$ cat config.mk
export PLATFORM = sky130hd
export DESIGN_NAME = ptw_top
export DESIGN_NICKNAME = d
export VERILOG_FILES = /design/src/hdl/pte_pkg.sv /design/src/hdl/tlb_pkg.sv /design/src/hdl/ptw_top.sv /design/src/hdl/ptw_walker.sv /design/src/hdl/tlb_lookup.sv /design/src/hdl/wb_read_master.sv
export VERILOG_INCLUDE_DIRS = /design/src /design/src/include
export SDC_FILE = /design/constraint.sdc
export NUM_CORES = 1
export LEC_CHECK = 0
export BUFFER_PORTS_ARGS = -buffer_cell sky130_fd_sc_hd__buf_2
export CAP_MARGIN = 10
export CORE_UTILIZATION = 40
export CTS_CLUSTER_SIZE = 14
export DETAILED_ROUTE_END_ITERATION = 8
export MAX_ROUTING_LAYER = met4
export SLEW_MARGIN = 20
export SYNTH_ARGS = -nofsm -noshare
export SYNTH_HDL_FRONTEND = slang
export SYNTH_SLANG_ARGS = --single-unit
$ cat constraint.sdc
create_clock -name clk -period 3.8 [get_ports clk]
set_input_delay 0.38 -clock clk [delete_from_list [all_inputs] [get_ports clk]]
set_output_delay 0.38 -clock clk [all_outputs]
set_load 0.02 [all_outputs]
$ cat src/include/ptw_params.svh
/*
 * Page table walker sizes
 * Address and data width, page and superpage sizes, physical page
 * number width and the number of translation buffer entries.
 */
`ifndef PTW_PARAMS_SVH
`define PTW_PARAMS_SVH

// Address and data bus width
`define PTW_ADDR_W      32

// log2 of the 4 KB page and of the 4 MB superpage
`define PTW_LOG_PAGE    12
`define PTW_LOG_SUPER   22

`define PTW_PPN_W       20
`define PTW_TLB_ENTRIES 8

`endif

$ cat src/hdl/pte_pkg.sv
/*
 * Page table entry types
 * A memory word is read either as a leaf, which maps a page, or as a
 * pointer to a second-level table. Both views share the valid and the
 * leaf bit in the low positions.
 */
`include "ptw_params.svh"

package pte_pkg;

	// Leaf view, maps a 4 KB page or a 4 MB superpage
	typedef struct packed {
		logic [`PTW_PPN_W-1:0]                 ppn;
		logic [`PTW_ADDR_W-`PTW_PPN_W-4:0]     rsvd;
		logic                                  glb;
		logic                                  leaf;
		logic                                  valid;
	} pte_leaf_t;

	// Pointer view, names the page of the next table
	typedef struct packed {
		logic [`PTW_PPN_W-1:0]                 tpn;
		logic [`PTW_ADDR_W-`PTW_PPN_W-3:0]     rsvd;
		logic                                  leaf;
		logic                                  valid;
	} pte_ptr_t;

	typedef union packed {
		pte_leaf_t leaf_view;
		pte_ptr_t  ptr_view;
	} pte_u;

endpackage

$ cat src/hdl/tlb_pkg.sv
/*
 * Translation buffer types
 * One buffer entry holds a virtual page tag and its physical page.
 * Super entries compare only the upper ten bits of the tag.
 */
`include "ptw_params.svh"

package tlb_pkg;

	// 43 bits in total
	typedef struct packed {
		logic                                  valid;
		logic                                  is_super;
		logic                                  glb;
		logic [`PTW_ADDR_W-`PTW_LOG_PAGE-1:0]  vtag;
		logic [`PTW_PPN_W-1:0]                 ppn;
	} tlb_entry_t;

endpackage

$ cat src/hdl/ptw_top.sv
/*
 * Page table walker top level
 * Translation buffer lookup in front of a two-level walker, which reads
 * page table entries over a Wishbone classic read master.
 */
`timescale 1ns/1ns
`include "ptw_params.svh"

module ptw_top (
	input  logic                   clk,
	input  logic                   rst_n_i,
	input  logic [`PTW_ADDR_W-1:0] vadr_i,
	input  logic                   vadr_v_i,
	input  logic [`PTW_PPN_W-1:0]  ptbr_i,
	input  logic                   flush_i,
	input  logic                   clear_fault_i,
	output logic [`PTW_ADDR_W-1:0] padr_o,
	output logic                   padr_v_o,
	output logic                   page_fault_o,
	output logic                   wb_cyc_o,
	output logic                   wb_stb_o,
	output logic [`PTW_ADDR_W-1:0] wb_adr_o,
	input  logic [`PTW_ADDR_W-1:0] wb_dat_i,
	input  logic                   wb_ack_i,
	input  logic                   wb_err_i
);
	import tlb_pkg::*;

	logic                   miss;
	logic [`PTW_ADDR_W-1:0] miss_vadr;
	logic                   fill;
	tlb_entry_t             fill_entry;
	logic                   walk_done;
	logic                   rd_req;
	logic [`PTW_ADDR_W-1:0] rd_adr;
	logic                   rd_done;
	logic [`PTW_ADDR_W-1:0] rd_data;
	logic                   rd_err;

	tlb_lookup u_lookup (
		.clk          (clk),
		.rst_n_i      (rst_n_i),
		.vadr_i       (vadr_i),
		.vadr_v_i     (vadr_v_i),
		.flush_i      (flush_i),
		.fill_i       (fill),
		.fill_entry_i (fill_entry),
		.walk_done_i  (walk_done),
		.padr_o       (padr_o),
		.padr_v_o     (padr_v_o),
		.miss_o       (miss),
		.miss_vadr_o  (miss_vadr)
	);

	ptw_walker u_walker (
		.clk           (clk),
		.rst_n_i       (rst_n_i),
		.miss_i        (miss),
		.miss_vadr_i   (miss_vadr),
		.ptbr_i        (ptbr_i),
		.flush_i       (flush_i),
		.clear_fault_i (clear_fault_i),
		.rd_req_o      (rd_req),
		.rd_adr_o      (rd_adr),
		.rd_done_i     (rd_done),
		.rd_data_i     (rd_data),
		.rd_err_i      (rd_err),
		.fill_o        (fill),
		.fill_entry_o  (fill_entry),
		.walk_done_o   (walk_done),
		.page_fault_o  (page_fault_o)
	);

	wb_read_master u_master (
		.clk       (clk),
		.rst_n_i   (rst_n_i),
		.rd_req_i  (rd_req),
		.rd_adr_i  (rd_adr),
		.rd_done_o (rd_done),
		.rd_data_o (rd_data),
		.rd_err_o  (rd_err),
		.wb_cyc_o  (wb_cyc_o),
		.wb_stb_o  (wb_stb_o),
		.wb_adr_o  (wb_adr_o),
		.wb_dat_i  (wb_dat_i),
		.wb_ack_i  (wb_ack_i),
		.wb_err_i  (wb_err_i)
	);

endmodule

$ cat src/hdl/ptw_walker.sv
/*
 * Two-level page table walker
 * Reads the top-level entry, or takes it from the one-entry pointer
 * memory, then reads the second-level entry if needed. Builds the
 * buffer entry, or raises a sticky page fault.
 */
`timescale 1ns/1ns
`include "ptw_params.svh"

module ptw_walker (
	input  logic                   clk,
	input  logic                   rst_n_i,
	input  logic                   miss_i,
	input  logic [`PTW_ADDR_W-1:0] miss_vadr_i,
	input  logic [`PTW_PPN_W-1:0]  ptbr_i,
	input  logic                   flush_i,
	input  logic                   clear_fault_i,
	output logic                   rd_req_o,
	output logic [`PTW_ADDR_W-1:0] rd_adr_o,
	input  logic                   rd_done_i,
	input  logic [`PTW_ADDR_W-1:0] rd_data_i,
	input  logic                   rd_err_i,
	output logic                   fill_o,
	output tlb_pkg::tlb_entry_t    fill_entry_o,
	output logic                   walk_done_o,
	output logic                   page_fault_o
);
	import pte_pkg::*;
	import tlb_pkg::*;

	localparam int IDX_W = `PTW_LOG_SUPER - `PTW_LOG_PAGE;

	typedef enum logic [1:0] {
		ST_IDLE,
		ST_L1_WAIT,
		ST_L2_WAIT
	} state_t;

	state_t                 state_q;
	logic [`PTW_ADDR_W-1:0] vadr_q;
	logic                   ptr_v_q;
	logic [`PTW_ADDR_W-1:0] ptr_adr_q;
	logic [`PTW_PPN_W-1:0]  ptr_tpn_q;
	pte_u                   pte;
	logic [`PTW_ADDR_W-1:0] l1_adr;
	logic [`PTW_ADDR_W-1:0] l2_adr_cached;
	logic [`PTW_ADDR_W-1:0] l2_adr_fetched;
	logic                   ptr_hit;
	logic                   ptr_load;
	logic                   l1_fault;
	logic                   l2_fault;

	function automatic logic [`PTW_ADDR_W-1:0] page_base(input logic [`PTW_PPN_W-1:0] pn);
		return {pn, {`PTW_LOG_PAGE{1'b0}}};
	endfunction

	// Entries are four bytes wide
	function automatic logic [`PTW_ADDR_W-1:0] pte_offset(input logic [IDX_W-1:0] idx);
		return {{(`PTW_ADDR_W-IDX_W-2){1'b0}}, idx, 2'b00};
	endfunction

	function automatic tlb_entry_t make_entry(input logic sup, input pte_leaf_t lf,
	                                          input logic [`PTW_ADDR_W-1:0] va);
		tlb_entry_t e;
		e.valid = 1'b1;
		e.is_super = sup;
		e.glb = lf.glb;
		e.vtag = va[`PTW_ADDR_W-1:`PTW_LOG_PAGE];
		e.ppn = lf.ppn;
		return e;
	endfunction

	always_comb begin
		pte = rd_data_i;
		l1_adr = page_base(ptbr_i) + pte_offset(miss_vadr_i[`PTW_ADDR_W-1:`PTW_LOG_SUPER]);
		l2_adr_cached = page_base(ptr_tpn_q) +
		                pte_offset(miss_vadr_i[`PTW_LOG_SUPER-1:`PTW_LOG_PAGE]);
		l2_adr_fetched = page_base(pte.ptr_view.tpn) +
		                 pte_offset(vadr_q[`PTW_LOG_SUPER-1:`PTW_LOG_PAGE]);
		ptr_hit = ptr_v_q && (ptr_adr_q == l1_adr);
		// A superpage must start on a 4 MB boundary
		l1_fault = rd_err_i || !pte.leaf_view.valid ||
		           (pte.leaf_view.leaf && (pte.leaf_view.ppn[IDX_W-1:0] != '0));
		l2_fault = rd_err_i || !pte.leaf_view.valid || !pte.leaf_view.leaf;
		ptr_load = (state_q == ST_L1_WAIT) && rd_done_i && !l1_fault && !pte.ptr_view.leaf;
	end

	// ====================
	// Walk FSM
	// ====================
	always_ff @(posedge clk or negedge rst_n_i) begin
		if (!rst_n_i) begin
			state_q <= ST_IDLE;
			rd_req_o <= 1'b0;
			fill_o <= 1'b0;
			walk_done_o <= 1'b0;
			page_fault_o <= 1'b0;
			ptr_v_q <= 1'b0;
		end else begin
			rd_req_o <= 1'b0;
			fill_o <= 1'b0;
			walk_done_o <= 1'b0;
			if (clear_fault_i) begin
				page_fault_o <= 1'b0;
			end
			case (state_q)
				ST_IDLE: begin
					// The pointer memory lets the walk start at the second level
					if (miss_i) begin
						rd_req_o <= 1'b1;
						state_q <= ptr_hit ? ST_L2_WAIT : ST_L1_WAIT;
					end
				end
				ST_L1_WAIT: begin
					if (rd_done_i) begin
						if (l1_fault || pte.leaf_view.leaf) begin
							if (l1_fault) begin
								page_fault_o <= 1'b1;
							end
							fill_o <= !l1_fault;
							walk_done_o <= 1'b1;
							state_q <= ST_IDLE;
						end else begin
							ptr_v_q <= 1'b1;
							rd_req_o <= 1'b1;
							state_q <= ST_L2_WAIT;
						end
					end
				end
				ST_L2_WAIT: begin
					if (rd_done_i) begin
						if (l2_fault) begin
							page_fault_o <= 1'b1;
						end
						fill_o <= !l2_fault;
						walk_done_o <= 1'b1;
						state_q <= ST_IDLE;
					end
				end
				default: state_q <= ST_IDLE;
			endcase
			if (flush_i) begin
				ptr_v_q <= 1'b0;
			end
		end
	end

	always_ff @(posedge clk) begin
		if (state_q == ST_IDLE && miss_i) begin
			vadr_q <= miss_vadr_i;
			rd_adr_o <= ptr_hit ? l2_adr_cached : l1_adr;
		end
		if (ptr_load) begin
			ptr_adr_q <= rd_adr_o;
			ptr_tpn_q <= pte.ptr_view.tpn;
			rd_adr_o <= l2_adr_fetched;
		end
		if (state_q == ST_L1_WAIT && rd_done_i) begin
			fill_entry_o <= make_entry(1'b1, pte.leaf_view, vadr_q);
		end
		if (state_q == ST_L2_WAIT && rd_done_i) begin
			fill_entry_o <= make_entry(1'b0, pte.leaf_view, vadr_q);
		end
	end

endmodule

$ cat src/hdl/tlb_lookup.sv
/*
 * Translation buffer lookup
 * Fully associative buffer of eight entries with round-robin refill.
 * A hit returns the physical address one cycle after the request is
 * sampled. A miss is reported once and held pending until the walker
 * ends its walk.
 */
`timescale 1ns/1ns
`include "ptw_params.svh"

module tlb_lookup (
	input  logic                   clk,
	input  logic                   rst_n_i,
	input  logic [`PTW_ADDR_W-1:0] vadr_i,
	input  logic                   vadr_v_i,
	input  logic                   flush_i,
	input  logic                   fill_i,
	input  tlb_pkg::tlb_entry_t    fill_entry_i,
	input  logic                   walk_done_i,
	output logic [`PTW_ADDR_W-1:0] padr_o,
	output logic                   padr_v_o,
	output logic                   miss_o,
	output logic [`PTW_ADDR_W-1:0] miss_vadr_o
);
	import tlb_pkg::*;

	localparam int IDX_W = $clog2(`PTW_TLB_ENTRIES);
	localparam int SUP_W = `PTW_ADDR_W - `PTW_LOG_SUPER;

	tlb_entry_t             ent_q [`PTW_TLB_ENTRIES];
	logic [IDX_W-1:0]       victim_q;
	logic                   pending_q;
	logic                   served_q;
	logic                   hit;
	logic [`PTW_ADDR_W-1:0] hit_padr;

	// ====================
	// Associative compare
	// ====================
	always_comb begin
		hit = 1'b0;
		hit_padr = '0;
		for (int i = 0; i < `PTW_TLB_ENTRIES; i++) begin
			if (ent_q[i].valid && ent_q[i].is_super &&
			    ent_q[i].vtag[`PTW_ADDR_W-`PTW_LOG_PAGE-1 -: SUP_W] ==
			    vadr_i[`PTW_ADDR_W-1:`PTW_LOG_SUPER]) begin
				hit = 1'b1;
				hit_padr = {ent_q[i].ppn[`PTW_PPN_W-1 -: SUP_W],
				            vadr_i[`PTW_LOG_SUPER-1:0]};
			end
			if (ent_q[i].valid && !ent_q[i].is_super &&
			    ent_q[i].vtag == vadr_i[`PTW_ADDR_W-1:`PTW_LOG_PAGE]) begin
				hit = 1'b1;
				hit_padr = {ent_q[i].ppn, vadr_i[`PTW_LOG_PAGE-1:0]};
			end
		end
	end

	// ====================
	// Request and buffer state
	// ====================
	always_ff @(posedge clk or negedge rst_n_i) begin
		if (!rst_n_i) begin
			for (int i = 0; i < `PTW_TLB_ENTRIES; i++) begin
				ent_q[i] <= '0;
			end
			victim_q <= '0;
			pending_q <= 1'b0;
			served_q <= 1'b0;
			padr_v_o <= 1'b0;
			miss_o <= 1'b0;
		end else begin
			padr_v_o <= 1'b0;
			miss_o <= 1'b0;
			// One answer per request, the requester drops valid in between
			if (!vadr_v_i) begin
				served_q <= 1'b0;
			end else if (!served_q && !pending_q) begin
				if (hit) begin
					padr_v_o <= 1'b1;
					served_q <= 1'b1;
				end else begin
					miss_o <= 1'b1;
					pending_q <= 1'b1;
				end
			end
			if (walk_done_i) begin
				pending_q <= 1'b0;
			end
			if (fill_i) begin
				ent_q[victim_q] <= fill_entry_i;
				victim_q <= victim_q + IDX_W'(1);
			end
			// Global entries survive a flush
			if (flush_i) begin
				for (int i = 0; i < `PTW_TLB_ENTRIES; i++) begin
					if (!ent_q[i].glb) begin
						ent_q[i].valid <= 1'b0;
					end
				end
			end
		end
	end

	always_ff @(posedge clk) begin
		if (vadr_v_i) begin
			padr_o <= hit_padr;
			miss_vadr_o <= vadr_i;
		end
	end

endmodule

$ cat src/hdl/wb_read_master.sv
/*
 * Wishbone classic read master
 * Runs one single read per request and returns the data and the
 * error flag as a one-cycle done pulse.
 */
`timescale 1ns/1ns
`include "ptw_params.svh"

module wb_read_master (
	input  logic                   clk,
	input  logic                   rst_n_i,
	input  logic                   rd_req_i,
	input  logic [`PTW_ADDR_W-1:0] rd_adr_i,
	output logic                   rd_done_o,
	output logic [`PTW_ADDR_W-1:0] rd_data_o,
	output logic                   rd_err_o,
	output logic                   wb_cyc_o,
	output logic                   wb_stb_o,
	output logic [`PTW_ADDR_W-1:0] wb_adr_o,
	input  logic [`PTW_ADDR_W-1:0] wb_dat_i,
	input  logic                   wb_ack_i,
	input  logic                   wb_err_i
);
	logic cyc_q;
	logic term;

	// Either response ends the cycle
	assign term = cyc_q && (wb_ack_i || wb_err_i);
	assign wb_cyc_o = cyc_q;
	assign wb_stb_o = cyc_q;

	always_ff @(posedge clk or negedge rst_n_i) begin
		if (!rst_n_i) begin
			cyc_q <= 1'b0;
			rd_done_o <= 1'b0;
		end else begin
			rd_done_o <= term;
			if (term) begin
				cyc_q <= 1'b0;
			end else if (!cyc_q && rd_req_i) begin
				cyc_q <= 1'b1;
			end
		end
	end

	always_ff @(posedge clk) begin
		if (!cyc_q && rd_req_i) begin
			wb_adr_o <= rd_adr_i;
		end
		if (term) begin
			rd_data_o <= wb_dat_i;
			rd_err_o <= wb_err_i;
		end
	end

endmodule

# --- Word level (Yosys, flattened, before mapping) ---
# Cells that the tools add are included.
totals:
  ff_bits: 647
  inputBits: 91
  output_inout_bits: 68
  wordCells: 276
classes:
  addsub: 4
  order_cmp: 2
  n_eq_ne: 26
  mux: 101
  bitwise: 1
  reduce_logical: 76
op_table:
  columns: ["operator", "count"]
  rows:
  - ["2-to-1 mux 32 bit", 19]
  - ["bitwise mux 344 bit", 1]
  - ["2-to-1 mux 344 bit", 1]
  - ["== test 20 bit", 8]
  - ["demux 43 bit (select 3 bit)", 1]
  - ["adder 32 x 12 -> 32 bit", 3]
  - ["2-to-1 mux 41 bit", 2]
  - ["== test 10 bit", 8]
  - ["2-to-1 mux 1 bit", 66]
  - ["logical AND 1 bit", 43]
  - ["2-to-1 mux 43 bit", 1]
  - ["== test 32 bit", 1]
  - ["logical NOT 1 bit", 15]
  - ["nonzero test 2 bit", 7]
  - ["2-to-1 mux 2 bit", 5]
  - ["!= test 2 x 1 -> 1 bit (second input constant)", 5]
  - ["nonzero test 10 bit", 1]
  - ["AND reduction 3 bit", 3]
  - ["case mux 1 bit (2 select lines)", 4]
  - ["case mux 2 bit (3 select lines)", 1]
  - ["logical OR 1 bit", 5]
  - [">= comparator 4 bit (second input constant)", 1]
  - ["less-than comparator 4 x 1 -> 1 bit (second input constant)", 1]
  - ["!= test 2 bit (second input constant)", 2]
  - ["other kinds (6)", 6]

# --- Logic depth before layout (Yosys ltp) ---
logic_depth:
  word_depth: 22
  mapped_depth: 12
  mapped_depth_nobuf: 9

# --- Hierarchy ---
# From an unflattened synthesis, not the netlist that was laid out.
hier_totals:
  cells_unflattened: 1914
  area_unflattened_um2: 26917.1
modules_own_cells:
  columns: ["mod", "n_inst", "cells_each", "area_per_inst_um2", "seq_area_each_um2"]
  rows:
  - ["tlb_lookup", 1, 1463, 19107.1, 10705.3]
  - ["ptw_walker", 1, 379, 5774.3, 4429.2]
  - ["wb_read_master", 1, 72, 2035.7, 2001.9]

# --- Worst setup path before layout ---
# OpenSTA, ideal clock, no wires.
synth_path:
  kind: "register to register"
  startpoint: "register u_master.rd_err_o"
  endpoint: "register u_walker.ptr_adr_q[10], enable pin"
  setup_time_ns: 0.434
  arrival_time_ns: 2.659
  required_time_ns: 3.366
  slack_ns: 0.708
  stages_incl_launch_ff: 6
  n_path_buf: 2
  synth_period_minus_slack_ns: 3.092
  cell_sequence: "edfxtp_1 > nor2b_1 > nor2b_1 > and3_1 > clkbuf_1 > clkbuf_1"
synth_between:
  elab_chain_cells: 5
synth_rtl:
  columns: ["element", "line_no", "rtl"]
  rows:
  - ["start, declared", "wb_read_master.sv:16", "output logic rd_err_o,"]
  - ["start signal, assigned", "wb_read_master.sv:52", "rd_err_o <= wb_err_i;"]
  - ["logical OR 1 bit (2 in a row)", "ptw_walker.sv:82", "l1_fault = rd_err_i || !pte.leaf_view.valid ||"]
  - ["logical NOT 1 bit", "ptw_walker.sv:85", "ptr_load = (state_q == ST_L1_WAIT) && rd_done_i && !l1_fault && !pte.ptr_view.leaf;"]
  - ["logical AND 1 bit (2 in a row)", "ptw_walker.sv:85", null]
  - ["named net u_walker.ptr_load", "ptw_walker.sv:49", "logic ptr_load;"]
  - ["end signal, assigned", "ptw_walker.sv:154", "ptr_adr_q <= rd_adr_o;"]
  - ["end, declared", "ptw_walker.sv:42", "logic [`PTW_ADDR_W-1:0] ptr_adr_q;"]
# The timed path passes the listed nets, and every way through them passes these cells.
# A chain may end at the register's enable or synchronous reset.

==> summary.txt <==
core region area - 64580 sq um
FP Rows - 93
top-area cell type share of the netlist area - 34.40%
Post-synth EDFFs - 247
Internal Power - 10720 uW
max_cap viols - 0
first-pass GRT wire length - 103.4 mm
#FFs+latches synth - 608
yosys warns - 0
CTS clk-pin slew, worst paths - 60 ps
DR WL/cell - 22.82 microns
Tmin final - 3263 ps
sequential power share - 50.7%
outcome - complete, no violations
die height - 257.9 microns
CTS tree - done
Slew HR - 35.16%
ratio of cells with drive above 1 in the final layout - 31.36%
synth top area cells - dfrtp_1 34%, edfxtp_1 28%, mux2_2 14%, xnor2_1 3.2%, xor2_1 3.1%
CP Data Arrival Time - 3810 ps
most frequent cell after synthesis - dfrtp_1
CP endpoint kind - flip-flop
syn_area_per_cell - 14.04 sq um
Total Routing Usage GR - 21.13%
clock root buffer - clkbuf_16
critical path type - flip-flop to flip-flop
combinational power share - 3.2%
synthesized area - 26190 sq um
total CTS buffers - 61
die area - 66500 sq um
PnR worst setup slack - 536.9 ps
postcts setup bufs - 0
Initial DRT Pass Iterations - 5
largest net degree at the start of global routing - 106
CP required - 4350 ps
Initial DRC Count - 1178
H-tree levels - 2
Worst setup SP type - flip-flop
Switch Pwr - 2835 uW
worst min path class - input pin to flip-flop
Synth async-reset ratio - 59.21%
clk buf depth - 3
clock share of power - 46.1%
initial antenna violation count - 2
synth cell count leaders - 360 x dfrtp_1, 326 x mux2_2, 247 x edfxtp_1
Yosys top cell by area - dfrtp_1
prevailing post-synth register cell - dfrtp_1
RD Place Congestion - 0.8901
routed wire length - 67.80 mm
Initial Util - 40.55%
total congestion overflow - 0
Slew @ Worst Pin - 970.6 ps
Worst Skew - 18.58 ps
Die Span X - 257.9 microns
fmax - 306.5 MHz
Cell variety after synth - 81
Area Growth Syn to Fin - 16.20%
P per Cell Area - 445.3 nW/um^2
Total Neg Setup Slack - 0 ps
clock sinks - 608
vias per std cell - 5.381
fill count - 5693
Pins Over Slew Limit - 0
residual DRC count - 0
synthesized instance count - 1865
Final period util - 85.87%
Port Buffers - 147
DR vias - 15.99k
Sw Ratio - 20.92%
Clock Latency Late Sink - 630 ps
placed wire-length estimate - 45.49 mm
RSZ-0062 raised after global routing - no
fin nets - 2160
final hold vios - 0
CP max FO - 16
vias in the first global route - 16.56k
leakage power - 0.01334 uW
final design utilization - 47.12%
Boundary Pins - 159
maximum vdd drop - 354.7 uV
Routed Antenna Nets - 0
pre-CTS setup slack - 72.53 ps
# setup viols final - 0
Seq/Total Area, Yosys - 62.80%
power groups by stage:
stage	logic (uW)	clock network, uW	registers, uW
after detailed placement	412	0	7000
after CTS	439	6390	6870
after global placement	410	0	7000
after global routing	473	6620	6870
after floorplan	168	0	7010
final	433	6240	6870
cell usage in the layout (no fill, tap or decap), types with 30 or more instances in the layout:
cell type,n
a21oi_1,46
buf_2,146
buf_4,55
clkbuf_16,62
dfrtp_1,360
dlygate4sd3_1,30
edfxtp_1,247
inv_1,31
mux2_2,326
mux2i_1,34
nand2_1,113
nor2_1,38
o21ai_0,83
xnor2_1,97
xor2_1,92
worst paths after layout:
| kind | cells after the start | start | slack, ps | endpoint |
|---|---|---|---|---|
| worst min-delay path | 2 | vadr_i[2] | 40 | u_lookup.padr_o[2]$_DFFE_PP_ |
| max in group asynchronous | 3 | rst_n_i | 2430 | async pin |
| worst max-delay path | 12 | flip-flop | 540 | u_lookup.pending_q$_DFFE_PN0P_ |
| min in group asynchronous | 2 | rst_n_i | 410 | async pin |
| worst max register to register | 12 | flip-flop | 540 | u_lookup.pending_q$_DFFE_PN0P_ |
| worst min register to register | 1 | u_walker.walk_done_o$_DFF_PN0_ | 400 | u_lookup.pending_q$_DFFE_PN0P_ |
cell type report:
type / instances / area [sq um] / area share [%]
inverter: 31 / 116.4 / 0.3824
clock inverter: 22 / 360.3 / 1.184
tap: 855 / 1070 / 3.515
clock buffer: 90 / 1707 / 5.608
sequential: 608 / 16450 / 54.04
multi-input combinational: 1124 / 9128 / 29.99
timing repair buffer: 239 / 1599 / 5.255
antenna: 2 / 5.005 / 0.01645
routing by layer:
metal  part of all wire [%]  up-vias  track usage, %
met1                     46     8289           29.59
met3                    4.8       86           3.062
li1                       -     7175               -
met4                    2.1        0           5.703
met5                      0        -               -
met2                     47      436           32.15
cell families after synthesis:
group | after synthesis | share of synthesized area, %
flip-flops | 608 | 62.80
XOR/XNOR | 192 | 6.507
buffers and inverters | 134 | 2.551
AO/OA/AOI/OAI | 245 | 6.054
adder cells (fa/ha/maj) | 4 | 0.1911
AND/OR/NAND/NOR | 321 | 6.565
other | 1 | 0.01432
multiplexers | 360 | 15.32
metrics by stage:
| step | cell area (sq um) | hold WS, ps | power, uW | instances |
|---|---|---|---|---|
| finish | 30430 | 41.45 | 13550 | 2971 |
| global route | 30430 | 27.95 | 13970 | 2970 |
| CTS | 30430 | 5.058 | 13700 | 2969 |
| detailed placement | 28060 | 385.0 | 7415 | 2827 |
| global placement | 28060 | 393.4 | 7411 | 2827 |
| floorplan | 26190 | 84.41 | 7177 | 1866 |
worst max-delay path: stages, from the launching register on:
cell	delay, ps
dfrtp_1	400
xor2_1	150
nor4_1	140
buf_4	170
nand2_1	70
nor4_2	40
buf_4	150
o21a_1	240
nor3_1	790
nand3b_1	300
buf_12	240
or3b_1	350
a21oi_1	150
repair_timing:
action | 4_1_cts | 5_1_grt
hold buffers | 30 | 0
resized for setup | 0 | 0
setup endpoints to repair | 0 | 0
endpoints found under the hold margin | 129 | 0
Power figures use the tool's default switching activity.
